### config.mk
export PLATFORM = sky130hd
export DESIGN_NAME = openadc_supervisor
export DESIGN_NICKNAME = d
export VERILOG_FILES = /design/src/design/openadc_pkg.sv /design/src/design/monitor_if.sv /design/src/design/clk_monitor.sv /design/src/design/gain_pwm.sv /design/src/design/gate_timer.sv /design/src/design/led_indicator.sv /design/src/design/level_trigger.sv /design/src/design/openadc_supervisor.sv
export VERILOG_INCLUDE_DIRS = /design/src /design/src/design
export SDC_FILE = /design/constraint.sdc
export NUM_CORES = 1
export LEC_CHECK = 0
export ABC_AREA = 1
export BUFFER_PORTS_ARGS = -buffer_cell sky130_fd_sc_hd__buf_4
export CORE_ASPECT_RATIO = 1.75
export CORE_MARGIN = 2
export CORE_UTILIZATION = 66
export CTS_CLUSTER_SIZE = 40
export DETAILED_ROUTE_END_ITERATION = 16
export GPL_ROUTABILITY_DRIVEN = 0
export HOLD_SLACK_MARGIN = 0.1
export PLACE_DENSITY_LB_ADDON = 0.25
export SLEW_MARGIN = 20
export SYNTH_ARGS = -nofsm -noshare
export SYNTH_HDL_FRONTEND = slang
export SYNTH_HIERARCHICAL = 1
export SYNTH_SLANG_ARGS = --single-unit
### constraint.sdc
create_clock -name clk_usb -period 6.81 [get_ports clk_usb]
set_input_delay 0.681 -clock clk_usb [delete_from_list [all_inputs] [get_ports clk_usb]]
set_output_delay 0.681 -clock clk_usb [all_outputs]
set_load 0.005 [all_outputs]
### src/design/openadc_macros.svh
`ifndef OPENADC_MACROS_SVH
`define OPENADC_MACROS_SVH

// adc sample and trigger level width
`define OADC_SAMPLE_W 12

// edges counted per gate window
`define OADC_FREQ_W 32

// pwm increment width, accumulator is one bit wider
`define OADC_GAIN_W 8

// gate period is 2**OADC_GATE_LOG2 clk_usb cycles
// roughly 87 ms at 96 MHz
`define OADC_GATE_LOG2 23

`endif

### src/design/openadc_pkg.sv
`include "openadc_macros.svh"

package openadc_pkg;

   // one adc sample, also used for the trigger level
   typedef logic [`OADC_SAMPLE_W-1:0] sample_t;

   // target clock edges per gate window
   typedef logic [`OADC_FREQ_W-1:0] freq_t;

   typedef logic [`OADC_GAIN_W-1:0] gain_t;

   // what the two front panel leds show
   typedef enum logic [1:0] {
      LED_STATUS    = 2'd0,  // armed / capture
      LED_HEARTBEAT = 2'd1,  // usb heartbeat and its inverse
      LED_EXTCLK    = 2'd2,  // ext clock heartbeat / changed flag
      LED_OFF       = 2'd3
   } led_mode_t;

endpackage

### src/design/monitor_if.sv
`timescale 1ns/1ns

// clock monitor results towards the led logic and the top level
interface monitor_if;

   openadc_pkg::freq_t ext_freq;  // last completed window
   logic freq_valid;
   logic clk_changed;             // sticky
   logic ext_heartbeat;

   modport monitor (
      output ext_freq, freq_valid, clk_changed, ext_heartbeat
   );

   modport indicator (
      input ext_freq, freq_valid, clk_changed, ext_heartbeat
   );

endinterface

### src/design/clk_monitor.sv
`timescale 1ns/1ns
`include "openadc_macros.svh"

module clk_monitor import openadc_pkg::*; #(
   parameter int gate_log2_p = `OADC_GATE_LOG2
) (
   input  logic  clk_usb,
   input  logic  reset,
   input  logic  ext_clk_i,
   input  logic  gate_pulse_i,
   input  logic  monitor_off_i,
   input  freq_t change_limit_i,
   monitor_if.monitor mon
);

   logic [2:0] ext_sync_q;  // two sync stages plus edge history
   logic tick_q;
   freq_t run_cnt_q;
   freq_t ext_freq_q;
   freq_t abs_diff;
   logic valid_q;
   logic changed_q;

   always_ff @(posedge clk_usb) begin
      if (reset) begin
         ext_sync_q <= '0;
         tick_q <= 1'b0;
      end else begin
         ext_sync_q <= {ext_sync_q[1:0], ext_clk_i};
         tick_q <= ext_sync_q[1] & ~ext_sync_q[2];
      end
   end

   assign abs_diff = (run_cnt_q > ext_freq_q) ? run_cnt_q - ext_freq_q
                                              : ext_freq_q - run_cnt_q;

   always_ff @(posedge clk_usb) begin
      if (reset) begin
         run_cnt_q <= '0;
         ext_freq_q <= '0;
         valid_q <= 1'b0;
      end else if (gate_pulse_i) begin
         ext_freq_q <= run_cnt_q;
         run_cnt_q <= freq_t'(tick_q);  // this tick belongs to the new window
         valid_q <= 1'b1;
      end else begin
         run_cnt_q <= run_cnt_q + freq_t'(tick_q);
      end
   end

   always_ff @(posedge clk_usb) begin
      if (reset)
         changed_q <= 1'b0;
      else if (monitor_off_i)
         changed_q <= 1'b0;
      else if (gate_pulse_i && ext_freq_q != '0 && abs_diff > change_limit_i)
         changed_q <= 1'b1;
   end

   assign mon.ext_freq = ext_freq_q;
   assign mon.freq_valid = valid_q;
   assign mon.clk_changed = changed_q;
   assign mon.ext_heartbeat = run_cnt_q[2];

   // flag has to stay down for as long as the monitor is disabled
   a_no_change_when_off: assert property (
      @(posedge clk_usb) disable iff (reset)
      monitor_off_i |=> !mon.clk_changed
   );

endmodule

### src/design/gain_pwm.sv
`timescale 1ns/1ns
`include "openadc_macros.svh"

module gain_pwm import openadc_pkg::*; (
   input  logic  clk_usb,
   input  logic  reset,
   input  gain_t gain_i,
   output logic  amp_gain_o
);

   logic [`OADC_GAIN_W:0] acc_q;  // msb is the carry

   always_ff @(posedge clk_usb) begin
      if (reset) begin
         acc_q <= '0;
         amp_gain_o <= 1'b0;
      end else begin
         acc_q <= {1'b0, acc_q[`OADC_GAIN_W-1:0]} + {1'b0, gain_i};
         amp_gain_o <= acc_q[`OADC_GAIN_W];
      end
   end

   a_zero_gain_low: assert property (
      @(posedge clk_usb) disable iff (reset)
      (gain_i == '0) [*2] |=> !amp_gain_o
   );

endmodule

### src/design/gate_timer.sv
`timescale 1ns/1ns
`include "openadc_macros.svh"

module gate_timer import openadc_pkg::*; #(
   parameter int gate_log2_p = `OADC_GATE_LOG2
) (
   input  logic clk_usb,
   input  logic reset,
   output logic gate_pulse_o,
   output logic heartbeat_o,
   output logic flash_o
);

   localparam int cnt_w = gate_log2_p + 3;

   logic [cnt_w-1:0] timer_q;
   logic gate_bit_q;

   always_ff @(posedge clk_usb) begin
      if (reset) begin
         timer_q <= '0;
         gate_bit_q <= 1'b0;
         gate_pulse_o <= 1'b0;
      end else begin
         timer_q <= timer_q + 1'b1;
         gate_bit_q <= timer_q[gate_log2_p-1];
         // one cycle per rising edge of the gate bit
         gate_pulse_o <= timer_q[gate_log2_p-1] & ~gate_bit_q;
      end
   end

   // flash toggles only in the upper half of the top period
   always_ff @(posedge clk_usb) begin
      if (reset)
         flash_o <= 1'b0;
      else if (timer_q[cnt_w-1])
         flash_o <= ~timer_q[gate_log2_p];
   end

   assign heartbeat_o = timer_q[gate_log2_p+1];

endmodule

### src/design/led_indicator.sv
`timescale 1ns/1ns

module led_indicator import openadc_pkg::*; (
   input  logic      clk_usb,
   input  logic      reset,
   input  led_mode_t led_mode_i,
   monitor_if.indicator mon,
   input  logic      armed_i,
   input  logic      capture_i,
   input  logic      heartbeat_i,
   input  logic      flash_i,
   output logic      led_armed_o,
   output logic      led_capture_o
);

   always_ff @(posedge clk_usb) begin
      if (reset) begin
         led_armed_o <= 1'b0;
         led_capture_o <= 1'b0;
      end else if (mon.clk_changed) begin
         // changed clock wins over any mode
         led_armed_o <= flash_i;
         led_capture_o <= flash_i;
      end else begin
         case (led_mode_i)
            LED_STATUS: begin
               led_armed_o <= armed_i;
               led_capture_o <= capture_i;
            end
            LED_HEARTBEAT: begin
               led_armed_o <= heartbeat_i;
               led_capture_o <= ~heartbeat_i;
            end
            LED_EXTCLK: begin
               // dark until the first window is measured
               led_armed_o <= mon.ext_heartbeat & mon.freq_valid;
               led_capture_o <= mon.clk_changed;
            end
            default: begin  // LED_OFF
               led_armed_o <= 1'b0;
               led_capture_o <= 1'b0;
            end
         endcase
      end
   end

endmodule

### src/design/level_trigger.sv
`timescale 1ns/1ns

module level_trigger import openadc_pkg::*; (
   input  logic    clk_usb,
   input  logic    reset,
   input  sample_t adc_data_i,
   input  logic    adc_valid_i,
   input  sample_t trig_level_i,
   input  logic    arm_i,
   output logic    armed_o,
   output logic    capture_o,
   output logic    trigger_o
);

   sample_t sample_q;
   logic sample_vld_q;
   logic arm_q;
   logic allowed_q;
   logic crossed;
   logic fire;

   // payload only, qualified by sample_vld_q
   always_ff @(posedge clk_usb) begin
      if (adc_valid_i)
         sample_q <= adc_data_i;
   end

   // level msb set means trigger above, clear means below
   assign crossed = trig_level_i[$bits(sample_t)-1] ? (sample_q > trig_level_i)
                                                     : (sample_q < trig_level_i);

   // single shot, never back to back
   assign fire = allowed_q & sample_vld_q & crossed & ~trigger_o;

   always_ff @(posedge clk_usb) begin
      if (reset) begin
         sample_vld_q <= 1'b0;
         arm_q <= 1'b0;
         allowed_q <= 1'b0;
         trigger_o <= 1'b0;
         capture_o <= 1'b0;
      end else begin
         sample_vld_q <= adc_valid_i;
         arm_q <= arm_i;
         trigger_o <= fire;
         capture_o <= fire | (capture_o & arm_i);  // held until arm drops
         if (trigger_o)
            allowed_q <= 1'b0;
         else if (arm_i && !arm_q)
            allowed_q <= 1'b1;
      end
   end

   assign armed_o = allowed_q;

   a_single_cycle_trigger: assert property (
      @(posedge clk_usb) disable iff (reset)
      trigger_o |=> !trigger_o
   );

endmodule

### src/design/openadc_supervisor.sv
`timescale 1ns/1ns
`include "openadc_macros.svh"

module openadc_supervisor import openadc_pkg::*; #(
   parameter int gate_log2_p = `OADC_GATE_LOG2
) (
   input  logic      clk_usb,
   input  logic      reset,
   input  sample_t   adc_data_i,
   input  logic      adc_valid_i,
   input  sample_t   trig_level_i,
   input  logic      arm_i,
   input  logic      ext_clk_i,
   input  logic      monitor_off_i,
   input  freq_t     change_limit_i,
   input  led_mode_t led_mode_i,
   input  gain_t     gain_i,
   output logic      freq_measure_o,
   output freq_t     ext_freq_o,
   output logic      clk_changed_o,
   output logic      armed_o,
   output logic      trigger_adc_o,
   output logic      led_armed_o,
   output logic      led_capture_o,
   output logic      amp_gain_o
);

   logic gate_pulse;
   logic heartbeat;
   logic flash;
   logic armed;
   logic capture;

   monitor_if mon ();

   gate_timer #(
      .gate_log2_p (gate_log2_p)
   ) u_gate_timer (
      .clk_usb      (clk_usb),
      .reset        (reset),
      .gate_pulse_o (gate_pulse),
      .heartbeat_o  (heartbeat),
      .flash_o      (flash)
   );

   clk_monitor #(
      .gate_log2_p (gate_log2_p)
   ) u_clk_monitor (
      .clk_usb        (clk_usb),
      .reset          (reset),
      .ext_clk_i      (ext_clk_i),
      .gate_pulse_i   (gate_pulse),
      .monitor_off_i  (monitor_off_i),
      .change_limit_i (change_limit_i),
      .mon            (mon.monitor)
   );

   level_trigger u_level_trigger (
      .clk_usb      (clk_usb),
      .reset        (reset),
      .adc_data_i   (adc_data_i),
      .adc_valid_i  (adc_valid_i),
      .trig_level_i (trig_level_i),
      .arm_i        (arm_i),
      .armed_o      (armed),
      .capture_o    (capture),
      .trigger_o    (trigger_adc_o)
   );

   led_indicator u_led_indicator (
      .clk_usb       (clk_usb),
      .reset         (reset),
      .led_mode_i    (led_mode_i),
      .mon           (mon.indicator),
      .armed_i       (armed),
      .capture_i     (capture),
      .heartbeat_i   (heartbeat),
      .flash_i       (flash),
      .led_armed_o   (led_armed_o),
      .led_capture_o (led_capture_o)
   );

   gain_pwm u_gain_pwm (
      .clk_usb    (clk_usb),
      .reset      (reset),
      .gain_i     (gain_i),
      .amp_gain_o (amp_gain_o)
   );

   assign freq_measure_o = gate_pulse;
   assign ext_freq_o = mon.ext_freq;
   assign clk_changed_o = mon.clk_changed;
   assign armed_o = armed;

endmodule

=== Word level (Yosys, flattened, before mapping) ===
Cells that the tools add are included.

* Add/subtract/negate cells: 5
* Order comparisons: 4
* Eq/ne operators: 2
* Multiplexer cells: 7
* Bitwise operators: 13
* Reduce and logical (&&, ||, !) cells: 9

{| class="wikitable"
|+ Operators with widths
! cell !! count
|-
| $gt 32x32->1 || 2
|-
| $sub 32x32->32 || 2
|-
| $add 32x1->32 || 1
|-
| $mux 32 || 1
|-
| $reduce_bool 32->1 || 1
|-
| $add 26x1->26 const B || 1
|-
| $gt 12x12->1 || 1
|-
| $lt 12x12->1 || 1
|-
| $add 8x8->9 || 1
|-
| $and 1x1->1 || 7
|-
| $reduce_or 2->1 || 3
|-
| $not 1->1 || 5
|-
| $mux 1 || 4
|-
| $logic_and 1x1->1 || 3
|-
| $pmux 1 s3 || 1
|-
| $eq 2x1->1 const B || 1
|-
| $eq 2x2->1 const B || 1
|-
| $logic_not 2->1 || 1
|-
| $pmux 1 s2 || 1
|-
| $logic_not 1->1 || 1
|-
| $or 1x1->1 || 1
|}

* Register bits after elaboration: 128
* Input port bits: 72
* Output and inout bits: 39
* Word-level logic and storage cells: 61

=== Depth between registers and ports, before layout ===
* Word-level depth: 5
* Mapped depth: 30
* Depth with buffers taken out: 29

=== By module ===
The synthesis kept the hierarchy.

{| class="wikitable"
|+ Modules (own cells, without submodules)
! module !! times used !! cells an instance !! area each (um2) !! seq. area each (um2)
|-
| clk_monitor || 1 || 1595 || 8849.7 || 1401.3
|-
| gate_timer || 1 || 193 || 1408.9 || 580.6
|-
| level_trigger || 1 || 94 || 909.6 || 460.4
|-
| gain_pwm || 1 || 87 || 606.8 || 200.2
|-
| led_indicator || 1 || 18 || 115.1 || 40.0
|}

=== Worst setup path after synthesis ===
Ideal clock, no wire load.

* Path kind: reg2reg
* From: register u_clk_monitor.ext_freq_q[1], in the netlist u_clk_monitor/mon.ext_freq[1]
* To: register u_clk_monitor.changed_q, in the netlist u_clk_monitor/mon.clk_changed
* Setup time: 0.116 ns
* Arrival time: 2.849 ns
* Data required time: 6.694 ns
* Path slack: 3.846 ns
* Cell stages (with the launch flop): 24
* Path buffers: 1
* Period minus slack after synthesis: 2.964 ns
* Cells stage by stage: dfxtp_1 > inv_1 > fa_1 > nand3_1 > nand3_1 > nand2_1 > nand2_2 > nand2_2 > nand2_4 > nand2_4 > nand2_1 > nand2_2 > buf_6 > nand2_1 > nand2_1 > inv_1 > ha_1 > nand2_1 > nor4_1 > nand2_1 > nor2_1 > nor2_1 > nand2_1 > a21oi_1

* Longest elaborated chain between the ends: 4
* Elaborated cells between the ends (all ways): 8
* Classes of those cells: add/sub: 2; order compare: 2; mux: 1; reduce/logical: 3

{| class="wikitable"
|+ RTL lines
! item !! RTL line !! RTL
|-
| from (decl) || clk_monitor.sv:19 || <nowiki>freq_t ext_freq_q;</nowiki>
|-
| from (signal assigned) || clk_monitor.sv:43 || <nowiki>ext_freq_q <= run_cnt_q;</nowiki>
|-
| $sub 32x32->32 (tied with other cells) || clk_monitor.sv:35 || <nowiki>: ext_freq_q - run_cnt_q;</nowiki>
|-
| $mux 32 || clk_monitor.sv:34 || <nowiki>assign abs_diff = (run_cnt_q > ext_freq_q) ? run_cnt_q - ext_freq_q</nowiki>
|-
| $gt 32x32->1 || clk_monitor.sv:56 || <nowiki>else if (gate_pulse_i && ext_freq_q != '0 && abs_diff > change_limit_i)</nowiki>
|-
| $logic_and 1x1->1 * || clk_monitor.sv:56 ||
|-
| to (signal assigned) || clk_monitor.sv:53 || <nowiki>changed_q <= 1'b0;</nowiki>
|-
| to (signal assigned) || clk_monitor.sv:55 || <nowiki>changed_q <= 1'b0;</nowiki>
|-
| to (signal assigned) || clk_monitor.sv:57 || <nowiki>changed_q <= 1'b1;</nowiki>
|-
| to (decl) || clk_monitor.sv:22 || <nowiki>logic changed_q;</nowiki>
|}

Mark *: on every way between the ends. The rest lies on a longest branch, timed or not.
A chain may end at the register's enable or synchronous reset.

=== Worst setup path in the final report ===
* From: register u_clk_monitor.run_cnt_q[2]
* To: register u_clk_monitor.changed_q, in the netlist u_clk_monitor/mon.clk_changed

* Longest elaborated chain between the ends: 4
* Elaborated cells between the ends (all ways): 6
* Classes of those cells: add/sub: 2; order compare: 2; mux: 1; reduce/logical: 1

{| class="wikitable"
|+ RTL lines
! item !! RTL line !! RTL
|-
| from (decl) || clk_monitor.sv:18 || <nowiki>freq_t run_cnt_q;</nowiki>
|-
| from (signal assigned) || clk_monitor.sv:44 || <nowiki>run_cnt_q <= freq_t'(tick_q);</nowiki>
|-
| from (signal assigned) || clk_monitor.sv:47 || <nowiki>run_cnt_q <= run_cnt_q + freq_t'(tick_q);</nowiki>
|-
| $sub 32x32->32 (tied with other cells) || clk_monitor.sv:35 ||
|-
| $mux 32 * || clk_monitor.sv:34 ||
|-
| $gt 32x32->1 * || clk_monitor.sv:56 ||
|-
| $logic_and 1x1->1 * || clk_monitor.sv:56 ||
|}

Marks and branches as above.

==> metrics.md <==
| Metric | Value |
|---|---|
| Die width | 105.5 um |
| Routed vias/inst | 5.450 |
| I/O Buffers | 110 |
| Critical path class | reg2reg |
| Max Slew Vio Count | 0 |
| Status | completed |
| Pin count of the biggest net entering global routing | 69 |
| Worst skew pair latency | 0.43 ns |
| Post-synthesis cell type count | 48 |
| Maximum vdd ir drop | 0.2233 mV |
| Startpoint types | flop |
| Post-CTS Setup Bufs | 0 |
| # IOs | 111 |
| Initial DRC count | 893 |
| Total CTS buffers | 17 |
| Final worst setup slack | 2.917 ns |
| Leak Pwr | 7.644 nW |
| Post-synthesis instance total | 1987 |
| Post-synth top flop | dfxtp_1 |
| DRT Pass-1 Iters | 7 |
| Sequential Power Share | 39.1% |
| First-pass GRT wire length | 56.11 mm |
| Sw Share | 25.83% |
| Period utilization | 57.17% |
| Worst Tran Pin Value | 0.9625 ns |
| TritonCTS Sinks | 128 |
| CP arrival | 4.26 ns |
| Net Sw Power | 524.0 uW |
| Max Fclk | 256.8 MHz |
| Clock Skew | 0.01270 ns |
| Final hold slack | 0.3822 ns |
| Finish-stage setup viols | 0 |
| CTS tree | yes |
| Period minus WS final | 3.893 ns |
| Hold Path Class | reg2reg |
| Remaining global-route overflow | 0 |
| H-tree Lvls | 4 |
| Tot Pwr | 2.029 mW |
| Fin. Hold Viols | 0 |
| Vias in the first global route | 12360 |
| Final #Nets | 2287 |
| Number of flops mapped to enable cells by yosys | 12 |
| Core area | 17810 sq um |
| Synth Register Bits | 128 |
| CP max FO | 30 |
| Setup WS pre-CTS | 2.981 ns |
| Clock transition at path regs | 0.07 ns |
| Routed Antenna Nets | 0 |
| Die ar. | 19150 sq um |
| Synth Area per Inst | 5.984 sq um |
| FP Rows | 65 |
| Initial antenna violation count | 1 |
| Hold Buf Count CTS | 0 |
| Yosys warns | 6 |
| Async set-reset flop share out of synthesis | 0% |
| Starting Density | 66.76% |
| Critical Path RT | 7.17 ns |
| Clock Power Share | 47.7% |
| Fill cells | 1423 |
| Maximum clock path buffer count | 2 |
| RSZ-0062 raised after global routing | false |
| Post-DP HPWL | 27.00 mm |
| Via count | 12760 |
| Internal | 1.505 mW |
| Diode count | 0 |
| All-Layer GR Usage | 36.63% |
| Area Overhead vs Synth | 13.57% |
| PostCTS Resize Cnt | 0 |
| Setup crit end kind | flop |
| # DRC | 0 |
| Post-synth net total | 2180 |
| Combinational fraction of design power | 13.2% |
| Fin Setup TNS | 0 ns |
| Max_cap viols | 0 |
| Mapped Area | 11890 sq um |
| Fraction of final layout cells sized beyond drive strength 1 | 10.49% |
| Root Buffer | clkbuf_16 |
| Slew margin rel. | 35.77% |
| Routed len/inst | 15.09 um |
| Sequential share of the synthesized area | 22.56% |
| Routed wire length | 35.32 mm |
| Die Span Y | 181.6 um |
| PwrDens | 150.2 nW/um^2 |
## stage by stage
| step | std cells | instance area, sq um | util, % |
|---|---|---|---|
| after floorplan | 1987 | 11890 | - |
| after global placement | 2309 | 12880 | 72.32 |
| after detailed placement | 2309 | 12880 | 72.32 |
| after CTS | 2341 | 13500 | 75.82 |
| after global routing | 2341 | 13500 | 75.82 |
| final | 2341 | 13500 | 75.82 |
## state kept, by name, summed over array words and instances, names as in the netlist, 3 cells and up
register                    count
u_clk_monitor/run_cnt_q        32
u_clk_monitor/ext_sync_q        3
u_clk_monitor/mon.ext_freq     32
u_gate_timer/timer_q           26
u_level_trigger/sample_q       12
u_gain_pwm/acc_q                9
## path summary, 6_finish.rpt
kind / from / to / depth (start not counted) / slack [ns]
hold / removal: u_gate_timer/gate_bit_q / u_gate_timer/gate_pulse_o / 1 / 0.38
hold reg to reg: u_gate_timer/gate_bit_q / u_gate_timer/gate_pulse_o / 1 / 0.38
setup reg to reg: u_clk_monitor/run_cnt_q[2] / u_clk_monitor/mon.clk_changed / 24 / 2.92
setup / recovery: u_clk_monitor/run_cnt_q[2] / u_clk_monitor/mon.clk_changed / 24 / 2.92
## kinds of logic (layout without fill, tap and decap cells)
logic type / count (synthesis) / in the layout / share of synthesized area [%]
and+or+nand+nor: 1064 / 1064 / 38.62
adders and majority gates: 121 / 121 / 12.92
DFF: 128 / 128 / 22.56
AOI/OAI and AO/OA: 204 / 204 / 9.050
xor gates and xnor gates: 37 / 37 / 2.725
buffers and inverters: 433 / 553 / 14.12
## per-layer routing
metal / track usage (%) / wire (um) / vias to the layer above / part of all wire [%]
met1: 34.37 / 11950 / 5597 / 34
met3: 6.676 / 2308 / 208 / 6.5
met2: 65.60 / 17410 / 638 / 49
met5: 0 / 0 / - / 0
met4: 34.03 / 3651 / 0 / 10
li1: - / - / 6316 / -
## placed cells by master, fill, tap and decap left out, types with 3 or more instances in the layout
master,synthesis,final
a21oi_1,132,132
buf_4,2,112
bufinv_16,0,3
clkbuf_16,0,18
clkinvlp_4,0,3
dfxtp_1,116,115
edfxtp_1,12,12
fa_1,3,3
ha_1,118,118
inv_1,400,400
inv_2,7,7
nand2_1,688,688
nand2_2,23,23
nand2_4,5,5
nand3_1,90,90
nand3_2,5,5
nand4_1,28,28
nor2_1,152,152
nor2_2,10,10
nor2_4,10,10
nor2_8,3,3
nor3_1,27,27
nor3b_1,3,3
nor4_1,3,3
o21a_1,5,5
o21ai_0,56,56
o21ai_1,3,3
or2_2,3,3
xnor2_1,6,6
xor2_1,31,31
## cell usage after synthesis, types with 5 or more instances
master / instances / area, sq um
nand2_1: 688 / 2582
inv_1: 400 / 1501
nor2_1: 152 / 570.6
a21oi_1: 132 / 660.6
ha_1: 118 / 1476
dfxtp_1: 116 / 2322
nand3_1: 90 / 450.4
o21ai_0: 56 / 280.3
xor2_1: 31 / 271.5
nand4_1: 28 / 175.2
nor3_1: 27 / 135.1
nand2_2: 23 / 143.9
clkbuf_1: 14 / 52.55
edfxtp_1: 12 / 360.4
nor2_2: 10 / 62.56
nor2_4: 10 / 112.6
inv_2: 7 / 26.28
buf_6: 6 / 67.56
xnor2_1: 6 / 52.55
nand2_4: 5 / 56.30
nand3_2: 5 / 50.05
o21a_1: 5 / 37.54
## worst max-delay path, cell delays in order (launching register included)
cell and delay, ns:
dfxtp_1 0.54, inv_1 0.11, ha_1 0.52, nand3_1 0.13
nand3_1 0.13, nand2_1 0.08, nand2_2 0.11, nand2_2 0.07
nand2_4 0.08, nand2_4 0.06, a21boi_4 0.67, nand2_1 0.12
nand2_1 0.10, inv_1 0.04, ha_1 0.28, nand2_1 0.07
nor2_1 0.18, nand2_1 0.10, inv_1 0.06, nand2_1 0.08
inv_1 0.07, nand2_1 0.05, nand2_1 0.05, nand2_1 0.05
a21oi_1 0.11
## area by class of cell
class | count | area [sq um] | area share [%]
Timing Repair Buffer | 112 | 840.8 | 6.226
Sequential cell | 128 | 2684 | 19.87
Tap cell | 234 | 292.8 | 2.168
Clock inverter | 12 | 155.1 | 1.149
Inverter | 409 | 1535 | 11.37
Multi-Input combinational cell | 1426 | 7528 | 55.75
Clock buffer | 20 | 467.9 | 3.465
## power by group through the flow
stage	registers (mW)	logic (mW)	clock network, mW
floorplan	0.806	0.183	0
global placement	0.807	0.249	0
detailed placement	0.809	0.259	0
CTS	0.793	0.266	0.971
global route	0.795	0.305	1.00
finish	0.794	0.267	0.968
Power figures use the tool's default switching activity.
